$ cat src/hw/npm_defs.svh
`ifndef NPM_DEFS_SVH
`define NPM_DEFS_SVH

// Width of the hold/settle timers in both primitives
`define NPM_TIMER_W 10

// Input path: cycles with reset high, then cycles up to and including last step
`define NPM_PI_HOLD 10
`define NPM_PI_SETTLE 400

// Output path counts
`define NPM_PO_HOLD 6
`define NPM_PO_SETTLE 200

`endif

$ cat src/hw/npmPkg.sv
package npmPkg;

    // Command opcodes, every other code is illegal
    typedef enum logic [2:0] {
        NOP      = 3'd0,
        PI_RESET = 3'd1,
        PO_RESET = 3'd2
    } npmOpcode_t;

    typedef struct packed {
        logic       start;  // Level, taken while ready
        npmOpcode_t opcode;
    } npmCmd_t;

    typedef struct packed {
        logic piReset;  // Input-delay reset level
        logic poReset;  // Output-path reset level
    } npmPhyCtl_t;

    typedef enum logic [5:0] {
        PirReset      = 6'b00_0001,
        PirReady      = 6'b00_0010,
        PirResetFirst = 6'b00_0100,
        PirResetLoop  = 6'b00_1000,
        PirReadyFirst = 6'b01_0000,
        PirReadyLoop  = 6'b10_0000
    } npmPirState_t;

    typedef enum logic [5:0] {
        PorReset      = 6'b00_0001,
        PorReady      = 6'b00_0010,
        PorResetFirst = 6'b00_0100,
        PorResetLoop  = 6'b00_1000,
        PorReadyFirst = 6'b01_0000,
        PorReadyLoop  = 6'b10_0000
    } npmPorState_t;

endpackage

$ cat src/hw/npmDispatcher.sv
`timescale 1ns/1ps

module npmDispatcher (
    input  logic            iSystemClock,
    input  logic            iReset,
    input  npmPkg::npmCmd_t iCmd,
    input  logic            iPiReady,
    input  logic            iPiLastStep,
    input  logic            iPoReady,
    input  logic            iPoLastStep,
    output logic            oPiStart,
    output logic            oPoStart,
    output logic            oReady,
    output logic            oLastStep,
    output logic            oCmdError
);
    import npmPkg::*;

    logic piActive;  // PI primitive owns the merged status
    logic poActive;
    logic isPi;
    logic isPo;
    logic isNop;
    logic isIllegal;
    logic accept;

    assign isPi      = (iCmd.opcode == PI_RESET);
    assign isPo      = (iCmd.opcode == PO_RESET);
    assign isNop     = (iCmd.opcode == NOP);
    assign isIllegal = !(isPi || isPo || isNop);

    // Merged status follows only the active primitive
    always_comb begin
        if (piActive) begin
            oReady    = iPiReady;
            oLastStep = iPiLastStep;
        end else if (poActive) begin
            oReady    = iPoReady;
            oLastStep = iPoLastStep;
        end else begin
            oReady    = iPiReady & iPoReady;  // Idle, both parked in Ready
            oLastStep = 1'b0;
        end
    end

    assign accept   = iCmd.start & oReady;
    assign oPiStart = accept & isPi;
    assign oPoStart = accept & isPo;

    always_ff @(posedge iSystemClock or posedge iReset) begin
        if (iReset) begin
            piActive  <= 1'b0;
            poActive  <= 1'b0;
            oCmdError <= 1'b0;
        end else begin
            oCmdError <= accept & isIllegal;
            if (oPiStart) begin
                piActive <= 1'b1;
                poActive <= 1'b0;
            end else if (oPoStart) begin
                piActive <= 1'b0;
                poActive <= 1'b1;
            end else if (oLastStep) begin
                // Run ended without a restart
                piActive <= 1'b0;
                poActive <= 1'b0;
            end
        end
    end

endmodule

$ cat src/hw/npmPhyInitTop.sv
`timescale 1ns/1ps

module npmPhyInitTop (
    input  logic               iSystemClock,
    input  logic               iReset,
    input  npmPkg::npmCmd_t    iCmd,
    output logic               oReady,
    output logic               oLastStep,
    output logic               oCmdError,
    output npmPkg::npmPhyCtl_t oPhyCtl
);

    logic piStart;
    logic piReady;
    logic piLastStep;
    logic piReset;
    logic poStart;
    logic poReady;
    logic poLastStep;
    logic poReset;

    npmDispatcher u_npmDispatcher (
        .iSystemClock (iSystemClock),
        .iReset       (iReset),
        .iCmd         (iCmd),
        .iPiReady     (piReady),
        .iPiLastStep  (piLastStep),
        .iPoReady     (poReady),
        .iPoLastStep  (poLastStep),
        .oPiStart     (piStart),
        .oPoStart     (poStart),
        .oReady       (oReady),
        .oLastStep    (oLastStep),
        .oCmdError    (oCmdError)
    );

    npmPiReset u_npmPiReset (
        .iSystemClock (iSystemClock),
        .iReset       (iReset),
        .iStart       (piStart),
        .oReady       (piReady),
        .oLastStep    (piLastStep),
        .oPiReset     (piReset)
    );

    npmPoReset u_npmPoReset (
        .iSystemClock (iSystemClock),
        .iReset       (iReset),
        .iStart       (poStart),
        .oReady       (poReady),
        .oLastStep    (poLastStep),
        .oPoReset     (poReset)
    );

    assign oPhyCtl.piReset = piReset;  // PHY-facing reset levels
    assign oPhyCtl.poReset = poReset;

endmodule

$ cat src/hw/npmPiReset.sv
`timescale 1ns/1ps
`include "npm_defs.svh"

module npmPiReset (
    input  logic iSystemClock,
    input  logic iReset,
    input  logic iStart,
    output logic oReady,
    output logic oLastStep,
    output logic oPiReset
);
    import npmPkg::*;

    localparam logic [`NPM_TIMER_W-1:0] holdLast   = `NPM_TIMER_W'(`NPM_PI_HOLD - 1);
    localparam logic [`NPM_TIMER_W-1:0] settleLast = `NPM_TIMER_W'(`NPM_PI_SETTLE - 1);

    npmPirState_t             curState;
    npmPirState_t             nxtState;
    logic                     readyReg;
    logic                     resetReg;
    logic [`NPM_TIMER_W-1:0]  timer;
    logic                     resetDone;
    logic                     jobDone;

    assign resetDone = (curState == PirResetLoop) && (timer == holdLast);
    assign jobDone   = (curState == PirReadyLoop) && (timer == settleLast);

    always_ff @(posedge iSystemClock or posedge iReset) begin
        if (iReset) begin
            curState <= PirReset;
        end else begin
            curState <= nxtState;
        end
    end

    always_comb begin
        case (curState)
            PirReset: begin
                nxtState = PirReady;
            end
            PirReady: begin
                nxtState = iStart ? PirResetFirst : PirReady;
            end
            PirResetFirst: begin
                nxtState = PirResetLoop;
            end
            PirResetLoop: begin
                nxtState = resetDone ? PirReadyFirst : PirResetLoop;
            end
            PirReadyFirst: begin
                nxtState = PirReadyLoop;
            end
            PirReadyLoop: begin
                // Held start chains straight into the next pulse
                if (jobDone) begin
                    nxtState = iStart ? PirResetFirst : PirReady;
                end else begin
                    nxtState = PirReadyLoop;
                end
            end
            default: begin
                nxtState = PirReady;
            end
        endcase
    end

    // Outputs decoded from the next state
    always_ff @(posedge iSystemClock or posedge iReset) begin
        if (iReset) begin
            readyReg <= 1'b0;
            timer    <= '0;
            resetReg <= 1'b0;
        end else begin
            case (nxtState)
                PirReady: begin
                    readyReg <= 1'b1;
                    timer    <= '0;
                    resetReg <= 1'b0;
                end
                PirResetFirst: begin
                    readyReg <= 1'b0;
                    timer    <= '0;
                    resetReg <= 1'b1;  // Pulse starts
                end
                PirResetLoop: begin
                    readyReg <= 1'b0;
                    timer    <= timer + 1'b1;
                    resetReg <= 1'b1;
                end
                PirReadyFirst: begin
                    readyReg <= 1'b0;
                    timer    <= '0;
                    resetReg <= 1'b0;  // Settle window starts
                end
                PirReadyLoop: begin
                    readyReg <= 1'b0;
                    timer    <= timer + 1'b1;
                    resetReg <= 1'b0;
                end
                default: begin
                    readyReg <= 1'b0;
                    timer    <= '0;
                    resetReg <= 1'b0;
                end
            endcase
        end
    end

    assign oReady    = readyReg | jobDone;  // Ready already in last step
    assign oLastStep = jobDone;
    assign oPiReset  = resetReg;

endmodule

$ cat src/hw/npmPoReset.sv
`timescale 1ns/1ps
`include "npm_defs.svh"

module npmPoReset (
    input  logic iSystemClock,
    input  logic iReset,
    input  logic iStart,
    output logic oReady,
    output logic oLastStep,
    output logic oPoReset
);
    import npmPkg::*;

    localparam logic [`NPM_TIMER_W-1:0] holdLast   = `NPM_TIMER_W'(`NPM_PO_HOLD - 1);
    localparam logic [`NPM_TIMER_W-1:0] settleLast = `NPM_TIMER_W'(`NPM_PO_SETTLE - 1);

    npmPorState_t             curState;
    npmPorState_t             nxtState;
    logic                     readyReg;
    logic                     resetReg;
    logic [`NPM_TIMER_W-1:0]  timer;
    logic                     resetDone;
    logic                     jobDone;

    assign resetDone = (curState == PorResetLoop) && (timer == holdLast);
    assign jobDone   = (curState == PorReadyLoop) && (timer == settleLast);

    always_ff @(posedge iSystemClock or posedge iReset) begin
        if (iReset) begin
            curState <= PorReset;
        end else begin
            curState <= nxtState;
        end
    end

    always_comb begin
        case (curState)
            PorReset: begin
                nxtState = PorReady;
            end
            PorReady: begin
                nxtState = iStart ? PorResetFirst : PorReady;
            end
            PorResetFirst: begin
                nxtState = PorResetLoop;
            end
            PorResetLoop: begin
                nxtState = resetDone ? PorReadyFirst : PorResetLoop;
            end
            PorReadyFirst: begin
                nxtState = PorReadyLoop;
            end
            PorReadyLoop: begin
                if (jobDone) begin
                    nxtState = iStart ? PorResetFirst : PorReady;  // Restart or idle
                end else begin
                    nxtState = PorReadyLoop;
                end
            end
            default: begin
                nxtState = PorReady;
            end
        endcase
    end

    always_ff @(posedge iSystemClock or posedge iReset) begin
        if (iReset) begin
            readyReg <= 1'b0;
            timer    <= '0;
            resetReg <= 1'b0;
        end else begin
            case (nxtState)
                PorReady: begin
                    readyReg <= 1'b1;
                    timer    <= '0;
                    resetReg <= 1'b0;
                end
                PorResetFirst: begin
                    readyReg <= 1'b0;
                    timer    <= '0;
                    resetReg <= 1'b1;
                end
                PorResetLoop: begin
                    readyReg <= 1'b0;
                    timer    <= timer + 1'b1;  // Hold count
                    resetReg <= 1'b1;
                end
                PorReadyFirst: begin
                    readyReg <= 1'b0;
                    timer    <= '0;
                    resetReg <= 1'b0;
                end
                PorReadyLoop: begin
                    readyReg <= 1'b0;
                    timer    <= timer + 1'b1;  // Settle count
                    resetReg <= 1'b0;
                end
                default: begin
                    readyReg <= 1'b0;
                    timer    <= '0;
                    resetReg <= 1'b0;
                end
            endcase
        end
    end

    assign oReady    = readyReg | jobDone;
    assign oLastStep = jobDone;
    assign oPoReset  = resetReg;

endmodule

$ cat config.mk
export PLATFORM = sky130hd
export DESIGN_NAME = npmPhyInitTop
export DESIGN_NICKNAME = d
export VERILOG_FILES = /design/src/hw/npmPkg.sv /design/src/hw/npmDispatcher.sv /design/src/hw/npmPhyInitTop.sv /design/src/hw/npmPiReset.sv /design/src/hw/npmPoReset.sv
export VERILOG_INCLUDE_DIRS = /design/src /design/src/hw
export SDC_FILE = /design/constraint.sdc
export NUM_CORES = 1
export LEC_CHECK = 0
export ABC_AREA = 1
export BUFFER_PORTS_ARGS = -buffer_cell sky130_fd_sc_hd__clkbuf_2
export CAP_MARGIN = 20
export CORE_MARGIN = 3
export CORE_UTILIZATION = 30
export CTS_CLUSTER_SIZE = 16
export DETAILED_ROUTE_END_ITERATION = 10
export MAX_ROUTING_LAYER = met4
export PLACE_DENSITY = 0.46
export SETUP_SLACK_MARGIN = 0.3
export SYNTH_ARGS = -nofsm -noshare
export SYNTH_HDL_FRONTEND = slang
export SYNTH_SLANG_ARGS = --single-unit
$ cat constraint.sdc
create_clock -name iSystemClock -period 1.8 [get_ports iSystemClock]
set_input_delay 0.36 -clock iSystemClock [delete_from_list [all_inputs] [get_ports iSystemClock]]
set_output_delay 0.36 -clock iSystemClock [all_outputs]
set_load 0.01 [all_outputs]
==> results by group, run 1 <==
Status
  – Status: finished, violations left
  – Failing checks: negative setup slack

Min path
  – Worst min-delay path class: primary input to asynchronous set/reset pin

Global routing
  – Largest net degree at the start of global routing: 39
  – First-pass GRT wire length: 7741 um
  – Total gr overflow: 0
  – Vias in the first global route: between 1,500 and 2,000
  – Initial antenna violation count: 0
  – Total GRT Usage: 0.1198

Worst setup path
  – CP required: around 1.4 ns
  – Critical path depth: 8
  – Worst Path Max Fanout: 3
  – Worst r2r src: u_npmPoReset.timer[0]
  – Worst Path Buf+Inv: 2
  – Crit path from: u_npmPiReset.timer[0]
  – Worst R2R Path Depth: 10
  – Max incr delay on CP: 0.40 ns
  – Slowest CP cell: dfrtp_1
  – Crit path cell chain: ha_4 -> nand3_4 -> nor2_4 -> nand3_4 -> nand2_2 -> o21ai_2 -> inv_1 -> buf_2
  – Crit. End Element: output pin
  – Worst Setup Start Kind: flop
  – CP most frequent cell: nand3_4
  – Worst EP arrival: about 1.5 ns
  – CP delay by family, top: simple AND/OR/NAND/NOR gates
  – Kind of critical path: flop to output pin

Timing
  – Period Utilization, post-route: 1.049
  – Worst clock skew: between 0.006 and 0.007 ns
  – Final hold vios: 0
  – Setup ws final: -0.08879 ns
  – RSZ-0062 raised after global routing: true
  – Hold_ws: between 0.15 and 0.2 ns
  – Setup Viol. Count Final: 2
  – Fin. max-slew vios: 0
  – F_max: approximately 0.53 GHz
  – Min Tclk post-route: ~1.9 ns

Clock tree
  – CTS clk-pin slew, worst paths: roughly 0.080 ns
  – Worst-Skew Late Latency: 0.29 ns
  – TritonCTS clock tree: yes
  – CTS max path bufs: 2
  – Clk sinks: 38
  – CTS buffer count: 5
  – H-tree depth: 2
  – CTS Root Cell: clkbuf_8

Die
  – I/O pins: 11
  – Core box area: between 0.006 and 0.007 mm2
  – # rows: 29
  – Total die area: a little over 0.008 mm2
  – Starting density of the core: 0.3214
  – Die height: between 80 and 90 um
  – Horiz. Die Dim: 89.88 um

Logic synthesis
  – Synth warn: 0
  – Compound-Gate Fraction of Synth Area: 0.02490
  – Mux contribution to synthesized area: 0
  – Area leader, netlist: dfrtp_1
  – Sequential share of the synthesized area: 0.4511
  – Synthesized instance count: around 250
  – Synthesized area: between 0.002 and 0.0025 mm2
  – Yosys top cell area share: 0.4386
  – Yosys cell types: 30
  – Synth top area cells: dfrtp_1, nand2_1, nor2_2
  – Simple logic cell fraction of the synthesized area: 0.3924
  – Avg Cell Area, Syn: 8.477 um2
  – Synthesis-stage register bit count: 38
  – Main combinational cell family by area after synthesis: simple AND/OR/NAND/NOR gates
  – Syn nets: around 260
  – Synth Area in Adders: 0.02371
  – Post-synthesis xor/xnor area fraction: 0.02905

Route
  – WL per Instance: around 11 um
  – Top layer in use: met4
  – Total Wirelength: 4326 um
  – DRC viols: 0
  – Mean number of vias per cell: approximately 4.3
  – Pre-Repair DR Iteration Count: 4
  – DR WL met3: between 100 and 150 um
  – Initial drt markers: 73
  – Routed Antenna Nets: 0
  – Total number of vias: 1,624
  – Met2 wire len: approximately 2000 um
  – Metal-1 WL: between 2000 and 2500 um

Placed design
  – Placed wire-length estimate: between 2000 and 3000 um
  – Port bufs: 10
  – Dpl ws: 0.1268 ns
  – RePlAce Congestion: 0.7924

Pwr
  – Leakage Power: roughly 1.2 nW
  – Tot Pwr: 0.001706 W
  – Worst vdd ir: between 0.0002 and 0.00025 V
  – Power Density: 631.1 mW/mm2

Final layout
  – Ant diodes: 0
  – Fin util: 0.4115
  – Nets@finish: between 200 and 300
  – Share of cells above drive strength 1: 0.4077
  – Synthesis-to-finish area growth: 28.04%
  – FILL cells: approximately 660

Run
  – Max Cap Violations: 0
[worst paths after layout]
| check | endpoint | slack, ns |
|---|---|---|
| setup / recovery | oLastStep | -0.09 |
| hold / removal | u_npmPoReset.timer[9] | 0.16 |
| setup reg to reg | u_npmPoReset.timer[1] | 0.09 |
| hold reg to reg | u_npmPoReset.timer[9] | 0.56 |
| max in group asynchronous | u_npmPiReset.timer[4] | 1.28 |
| min in group iSystemClock | u_npmDispatcher.oCmdError | 0.37 |
[worst reg2reg max path, cell delays in order, from the launching register on]
cell     delay [ns]
dfrtp_1        0.40
buf_4          0.13
buf_6          0.11
ha_2           0.17
nand2_1        0.06
nor2_2         0.09
nand4_1        0.14
nand2_2        0.12
nand2_4        0.10
nor2_4         0.24
nor2_2         0.05
[synthesized netlist by cell type (all sizes together)]
cell / count
nand4: 10
xnor2: 3
nor3: 12
nand2: 58
a21oi: 2
inv: 37
conb: 1
ha: 4
dfstp: 1
a31oi: 1
clkinv: 1
dfrtp: 37
buf: 3
nor2: 54
nand3b: 1
xor2: 4
o21ai: 5
and2: 1
nand3: 14
[sequential cells by signal, summed over array words and instances (netlist names)]
signal / flops
u_npmPoReset.timer: 10
u_npmPiReset.readyReg: 1
u_npmDispatcher.poActive: 1
u_npmPoReset.readyReg: 1
u_npmDispatcher.piActive: 1
u_npmDispatcher.oCmdError: 1
u_npmPiReset.timer: 10
u_npmPoReset.curState: 6
u_npmPiReset.curState: 5
u_npmPoReset.oPoReset: 1
u_npmPiReset.oPiReset: 1
[layout make-up]
| cell class | count | area, um2 | area share |
|---|---|---|---|
| Clock buffer | 7 | 86.33 | 0.03194 |
| Inverter | 38 | 145.1 | 0.05370 |
| Multi-Input combinational cell | 172 | 1162 | 0.4301 |
| Timing Repair Buffer | 31 | 232.7 | 0.08611 |
| Sequential cell | 38 | 954.7 | 0.3532 |
| Clock inverter | 1 | 5.005 | 0.001852 |
| Tap cell | 93 | 116.4 | 0.04306 |
[timing repair]
action / 4_1_cts / 5_1_grt
hold buffers: 0 / 0
pin swaps: 17 / 23
gates resized for setup: 21 / 25
cloned: 2 / 0
setup endpoints to repair: 27 / 33
setup buffers: 12 / 6
[metal layers]
metal  global-route usage  up-vias
met5                    -        -
met4              0.05102        0
met3              0.03088        7
met2               0.1842       20
met1               0.1498      747
li1                     -      850
[cells in the final DEF (no fill, tap or decap), types with 2 or more instances in the layout]
cell type	n
buf_4	16
nor3_2	6
inv_1	30
dfrtp_1	35
xor2_1	4
nand4_1	10
nand3_4	3
nand2_2	11
nand3_2	3
nor2_2	22
dfrtp_2	2
nor2_1	21
ha_4	3
nand3_1	8
inv_2	6
nor3_1	5
xnor2_1	3
nor2_4	11
nor2_8	2
clkbuf_8	6
a21oi_1	2
nand2_1	44
nand2_4	3
buf_6	6
clkbuf_2	8
o21ai_0	3
[cells by family after synthesis]
kind of cell | count (synthesis)
adder cells (fa/ha/maj) | 4
AO/OA/AOI/OAI | 8
AND/OR/NAND/NOR | 150
buffers and inverters | 41
other | 1
flip-flops | 38
XOR/XNOR | 7
[through the flow]
stage / cells / instance area, um2 / TNS [ns]
floorplan: 249 / 2118 / 0
global placement: 352 / 2287 / 0
detailed placement: 352 / 2287 / 0
CTS: 374 / 2577 / -0.1623
global route: 380 / 2703 / -0.3505
finish: 380 / 2703 / -0.1619
[report_power, final]
part           internal (W)  switching (W)  total, W
registers          0.000882      0.0000245  0.000907
clock network      0.000309       0.000300  0.000609
logic             0.0000716       0.000118  0.000190
(Power assumes the default switching activity.)
==> run 2, diff against run 1 <==
Clock period 1.8 ns to 1.76 ns, I/O delays scaled along.
==> results by group, run 2 (synthesis gave the netlist of run 1 again) <==
Timing
  – Setup TNS: -0.1861 ns (-0.02420 ns)
  – Setup ws final: -0.09313 ns (-0.004333 ns)
  – Period Utilization, post-route: 1.053
  – Setup Viol. Count Final: 2 (unchanged)
  – Final hold vios: 0 (unchanged)
  – Worst clock skew: 0.003340 ns (-0.003566 ns)
  – F_max: 0.5396 GHz
  – Min Tclk post-route: about 1.9 ns
  – RSZ-0062 raised after global routing: true
  – Fin. max-slew vios: 0 (unchanged)

Pwr
  – Power Density: 652.8 mW/mm2 (+3.4%)
  – Sequential share of power: 0.534 (+0.002)
  – Net load switching power: 0.0004521 W (+2.2%)
  – Sw frac: 0.2594 (about the same)
  – Leakage Power: 1.156 nW (-0.45%)
  – Logic pwr share: 0.105 (-0.006)
  – Internal power: 0.001291 W (+2.2%)
  – Clock network power share: 0.361 (+0.004)
  – Tot Pwr: 0.001743 W (+2.2%)
  – Worst vdd ir: 0.0002395 V (+13%)

Placed design
  – RePlAce Congestion: 0.7849 (-0.95%)
  – Placed wire-length estimate: 2784 um (+0.12%)
  – Dpl ws: 0.05729 ns (-0.06953 ns)
  – Port bufs: 10 (unchanged)
  – Placed Area: 0.002295 mm2 (+0.33%)

Final layout
  – Final Instance Area: 0.002670 mm2 (-1.2%)
  – Commonest cells after routing, fill and taps aside: nand2_1, dfrtp_1, inv_1
  – Multi-input gate area: 0.001157 mm2 (-0.43%)
  – Synthesis-to-finish area growth: 26.50%
  – Sequential Area: 953.4 um2 (-0.13%)
  – FILL cells: 670 (+0.90%)
  – Share of cells above drive strength 1: 0.4000 (-0.007666)
  – Nets@finish: 294 (-0.68%)
  – Top Registers: u_npmPiReset.timer: 10 flops, u_npmPoReset.timer: 10 flops, u_npmPoReset.curState: 6 flops
  – Ant diodes: 0 (unchanged)
  – Commonest non-fill, non-tap cell in the layout: nand2_1

Worst setup path
  – Worst EP arrival: 1.50 ns (-0.03 ns)
  – Kind of critical path: flop to output pin
  – Reg-to-reg slack, setup: 0.03 ns (-0.06 ns)
  – CP required: 1.41 ns (-0.03 ns)
  – Reg2reg end: u_npmPoReset.timer[4]
  – Worst r2r src: u_npmPoReset.timer[1]
  – Worst Path Max Fanout: 4 (+1)
  – Crit. End Element: output pin
  – Worst R2R Path Depth: 11 (+1)
  – Worst Setup Start Kind: flop

Run
  – Max Cap Violations: 0 (unchanged)

Clock tree
  – Worst-Skew Late Latency: 0.29 ns (about the same)
  – TritonCTS clock tree: yes
  – Clk sinks: 38 (unchanged)
  – CTS Root Cell: clkbuf_8
  – CTS clk-pin slew, worst paths: 0.07 ns (about the same)
  – CTS buffer count: 5 (unchanged)
  – H-tree depth: 2 (unchanged)
  – CTS max path bufs: 2 (unchanged)

Die
  – # rows: 29 (unchanged)
  – I/O pins: 11 (unchanged)
  – Total die area: 0.008078 mm2 (unchanged)
  – Horiz. Die Dim: 89.88 um (unchanged)
  – Die height: 89.88 um (unchanged)
  – Core box area: 0.006568 mm2 (unchanged)
  – Starting density of the core: 0.3214 (unchanged)

Route
  – WL per Instance: 10.67 um (-6.3%)
  – Routed Antenna Nets: 0 (unchanged)
  – Initial drt markers: 34 (-53%)
  – DRC viols: 0 (unchanged)
  – Mean number of vias per cell: 4.352 (+1.8%)
  – Pre-Repair DR Iteration Count: 4 (unchanged)
  – Total number of vias: 1,645 (+1.3%)
  – Total Wirelength: 4033 um (-6.8%)

Global routing
  – Vias in the first global route: 1,643 (-2.2%)
  – First-pass GRT wire length: 7424 um (-4.1%)
  – Met2 usage: 0.1798 (-0.004386)
  – Total gr overflow: 0 (unchanged)
  – GRT met3 Usage: 0.02671 (-0.004174)
  – Total GRT Usage: 0.1141 (-0.005622)
  – GRT Max-Usage Layer: met2
  – Initial antenna violation count: 0 (unchanged)
  – Largest net degree at the start of global routing: 39 (unchanged)
  – GRT met1 Usage: 0.1405 (-0.009321)

Min path
  – Worst min-delay path class: primary input to asynchronous set/reset pin

Status
  – Status: finished, violations left
  – Failing checks: negative setup slack
## run 2: metal layers
layer  share of wire  vias up
met1            0.48      778
li1                -      840
met2            0.47       23
met4           0.016        0
met5               0        -
met3           0.032        4
## run 2: through the flow
step / hold slack [ns] / std cells / util
finish: 0.1559 / 378 / 0.4066
global route: 0.2127 / 378 / 0.4066
CTS: 0.1680 / 373 / 0.3928
detailed placement: 0.4950 / 353 / 0.3494
global placement: 0.4963 / 353 / 0.3494
floorplan: 0.4678 / 249 / -
## run 2: worst max path at each step
stage	start	endpoint	cells after the start	slack, ns
6_report	u_npmPiReset.timer[5]	oReady	8	-0.09
5_1_grt	u_npmPoReset.timer[1]	oReady	8	-0.19
4_1_cts	u_npmPiReset.timer[1]	oLastStep	8	-0.15
3_3_place_gp	u_npmPiReset.timer[1]	oLastStep	8	0.11
2_1_floorplan	u_npmPoReset.timer[0]	oLastStep	7	0.23
3_5_place_dp	u_npmPoReset.timer[0]	oLastStep	8	0.06
## run 2: critical path: stages, from the launching register on
cell and delay (ns):
dfrtp_1 0.42, nor2_2 0.15, nand2_2 0.08, nor2_4 0.14, nand3_4 0.12, nand2_4 0.10
nand2_2 0.05, inv_2 0.04, clkbuf_2 0.11
## run 2: layout make-up
| cell class | instances | share of cell area |
|---|---|---|
| Multi-Input combinational cell | 172 | 0.4335 |
| Sequential cell | 38 | 0.3571 |
| Timing Repair Buffer | 29 | 0.07732 |
| Inverter | 38 | 0.05436 |
| Clock buffer | 7 | 0.03233 |
| Clock inverter | 1 | 0.001874 |
| Tap cell | 93 | 0.04358 |
## run 2: power groups by stage
stage	logic, W	registers, W	clock network [W]
global placement	0.000162	0.000941	0
finish	0.000183	0.000931	0.000629
floorplan	0.000114	0.000935	0
global route	0.000214	0.000935	0.000697
CTS	0.000173	0.000926	0.000670
detailed placement	0.000159	0.000939	0
## run 2: timing repair
item	in CTS	in global routing
hold buffers	0	0
setup buffers	10	5
gates resized for setup	27	14
pin swaps	10	11
cloned	2	0
endpoints found under the setup margin	32	34
==> run 3, diff against run 2 <==
Settings changed: CELL_PAD_IN_SITES_DETAIL_PLACEMENT set to 1, CELL_PAD_IN_SITES_GLOBAL_PLACEMENT set to 2, PLACE_DENSITY 0.46 to 0.67.
==> results by group, run 3 (synthesis gave the netlist of run 1 again) <==
Route
  – Pre-Repair DR Iteration Count: 2 (-2)
  – Initial drt markers: 11 (-68%)
  – Total Wirelength: 5075 um (+26%)
  – Routed Antenna Nets: 0 (unchanged)
  – Mean number of vias per cell: 4.396 (+1.0%)
  – Total number of vias: 1,697 (+3.2%)
  – DRC viols: 0 (unchanged)
  – WL per Instance: 13.15 um (+23%)

Timing
  – Setup TNS: -0.2446 ns (-0.05852 ns)
  – Min Tclk post-route: 1.891 ns (+0.03780 ns)
  – Final hold vios: 0 (unchanged)
  – Period Utilization, post-route: 1.074 (+0.02148)
  – Setup ws final: -0.1309 ns (-0.03780 ns)
  – Max transition margin: 0.6561
  – F_max: 0.5288 GHz (-2.0%)
  – Worst clock skew: 0.008199 ns (+0.004859 ns)
  – RSZ-0062 raised after global routing: true
  – Worst-Margin Slew: 0.5159 ns
  – Setup Viol. Count Final: 2 (unchanged)
  – Fin. max-slew vios: 0 (unchanged)

Die
  – Core box area: 0.006568 mm2 (unchanged)
  – Starting density of the core: 0.3214 (unchanged)
  – Total die area: 0.008078 mm2 (unchanged)
  – Die height: 89.88 um (unchanged)
  – I/O pins: 11 (unchanged)
  – Horiz. Die Dim: 89.88 um (unchanged)
  – # rows: 29 (unchanged)

Global routing
  – Total GRT Usage: 0.1387 (+0.02452)
  – GRT met1 Usage: 0.1691 (+0.02864)
  – Met2 usage: 0.2287 (+0.04887)
  – First-pass GRT wire length: 8894 um (+20%)
  – Largest net degree at the start of global routing: 39 (unchanged)
  – Initial antenna violation count: 0 (unchanged)
  – GRT met3 Usage: 0.03005 (+0.003339)
  – GRT Max-Usage Layer: met2
  – Vias in the first global route: 1,888 (+15%)
  – Total gr overflow: 0 (unchanged)

Final layout
  – Ant diodes: 0 (unchanged)
  – Nets@finish: 302 (+2.7%)
  – Sequential Area: 952.2 um2 (-0.13%)
  – Synthesis-to-finish area growth: 30.88%
  – Commonest cells after routing, fill and taps aside: nand2_1, dfrtp_1, inv_1
  – Fin util: 0.4207 (+0.01410)
  – FILL cells: 788 (+18%)
  – Post-Layout Cell Count: 386 (+2.1%)
  – Multi-input gate area: 0.001175 mm2 (+1.5%)
  – Commonest non-fill, non-tap cell in the layout: nand2_1
  – Top Registers: u_npmPiReset.timer: 10 flops, u_npmPoReset.timer: 10 flops, u_npmPoReset.curState: 6 flops
  – Share of cells above drive strength 1: 0.4130 (+0.01297)

Pwr
  – Leakage Power: 1.199 nW (+3.7%)
  – Tot Pwr: 0.001848 W (+6.0%)
  – Power Density: 669.1 mW/mm2 (+2.5%)
  – Worst vdd ir: 0.0002593 V (+8.3%)

Clock tree
  – CTS buffer count: 5 (unchanged)
  – CTS max path bufs: 2 (unchanged)
  – Post-CTS Hold Fix Bufs: 0 (unchanged)
  – Worst-Skew Late Latency: 0.29 ns (about the same)
  – CTS Root Cell: clkbuf_8
  – H-tree depth: 2 (unchanged)
  – TritonCTS clock tree: yes
  – CTS clk-pin slew, worst paths: 0.08 ns (about the same)
  – Clk sinks: 38 (unchanged)

Placed design
  – Placed wire-length estimate: 3364 um (+21%)
  – Port bufs: 10 (unchanged)
  – RePlAce Congestion: 0.7744 (-1.3%)
  – Placed Instances: 356 (+0.85%)

Worst setup path
  – Kind of critical path: flop to output pin
  – Worst Setup Start Kind: flop
  – Reg-to-reg slack, setup: 0.11 ns (+0.08 ns)
  – Reg2reg end: u_npmPiReset.timer[5]
  – Worst R2R Path Depth: 9 (-2)
  – Crit. End Element: output pin
  – CP required: 1.41 ns (about the same)
  – Worst EP arrival: 1.54 ns (+0.04 ns)
  – Worst Path Max Fanout: 3 (-1)
  – Worst r2r src: u_npmPiReset.timer[0]

Status
  – Failing checks: negative setup slack
  – Status: finished, violations left

Min path
  – Worst min-delay path class: primary input to asynchronous set/reset pin

Run
  – Max Cap Violations: 0 (unchanged)
-- run 3: cell count changes in the layout (fill, tap and decap cells not counted), moves of 2 or more --
cell	change
inv_1	+3
nor2_1	-3
inv_2	-2
clkbuf_8	+2
nor2_4	+2
buf_4	+8
-- run 3: final cells by class --
type,instances,share of cell area
clock buffer,8,0.03986
inverter,38,0.05163
multi-input combinational,172,0.4253
sequential,38,0.3447
tap,93,0.04212
timing repair buffer,37,0.09647
-- run 3: timing repair --
item	4_1_cts	5_1_grt
cloned	2	0
endpoints found under the hold margin	0	0
buffers inserted	15	5
pin swaps	13	14
endpoints found under the setup margin	32	36
resized for setup	16	25
-- run 3: worst max-delay path by stage --
stage,start,endpoint,slack (ns),cells after the start
3_3_place_gp,u_npmPiReset.timer[1],oLastStep,0.06,8
6_report,u_npmPiReset.timer[0],oLastStep,-0.13,8
4_1_cts,u_npmPoReset.curState[0],oLastStep,-0.15,8
5_1_grt,u_npmPiReset.timer[0],oLastStep,-0.23,8
3_5_place_dp,u_npmPoReset.timer[0],oLastStep,0.05,8
2_1_floorplan,u_npmPoReset.timer[0],oLastStep,0.23,7
-- run 3: critical path, stage by stage (launching register included) --
cell and delay (ns):
dfrtp_1 0.41, ha_4 0.17, nand3_4 0.08, nor2_4 0.16
nand3_4 0.11, nand2_2 0.10, o21ai_2 0.05, inv_1 0.05
buf_2 0.12
-- run 3: layer usage --
layer | vias to the layer above | share of wire
li1 | 861 | -
met2 | 18 | 0.50
met3 | 7 | 0.027
met1 | 811 | 0.46
met4 | 0 | 0.014
met5 | - | 0
-- run 3: metrics by stage --
stage	hold slack, ns	worst slack (ns)	instance area, um2
3_3_place_gp	0.4824	0.05879	2317
3_5_place_dp	0.4989	0.05209	2317
2_1_floorplan	0.4678	0.2308	2118
6_report	0.1557	-0.1309	2763
5_1_grt	0.2113	-0.2332	2763
4_1_cts	0.1716	-0.1471	2636
-- run 3: power by group --
group	total, W	internal (W)	leakage [nW]	switching (W)
Sequential	0.000928	0.000902	0.507	0.0000258
Combinational	0.000198	0.0000736	0.635	0.000125
Clock	0.000722	0.000396	0.0575	0.000326
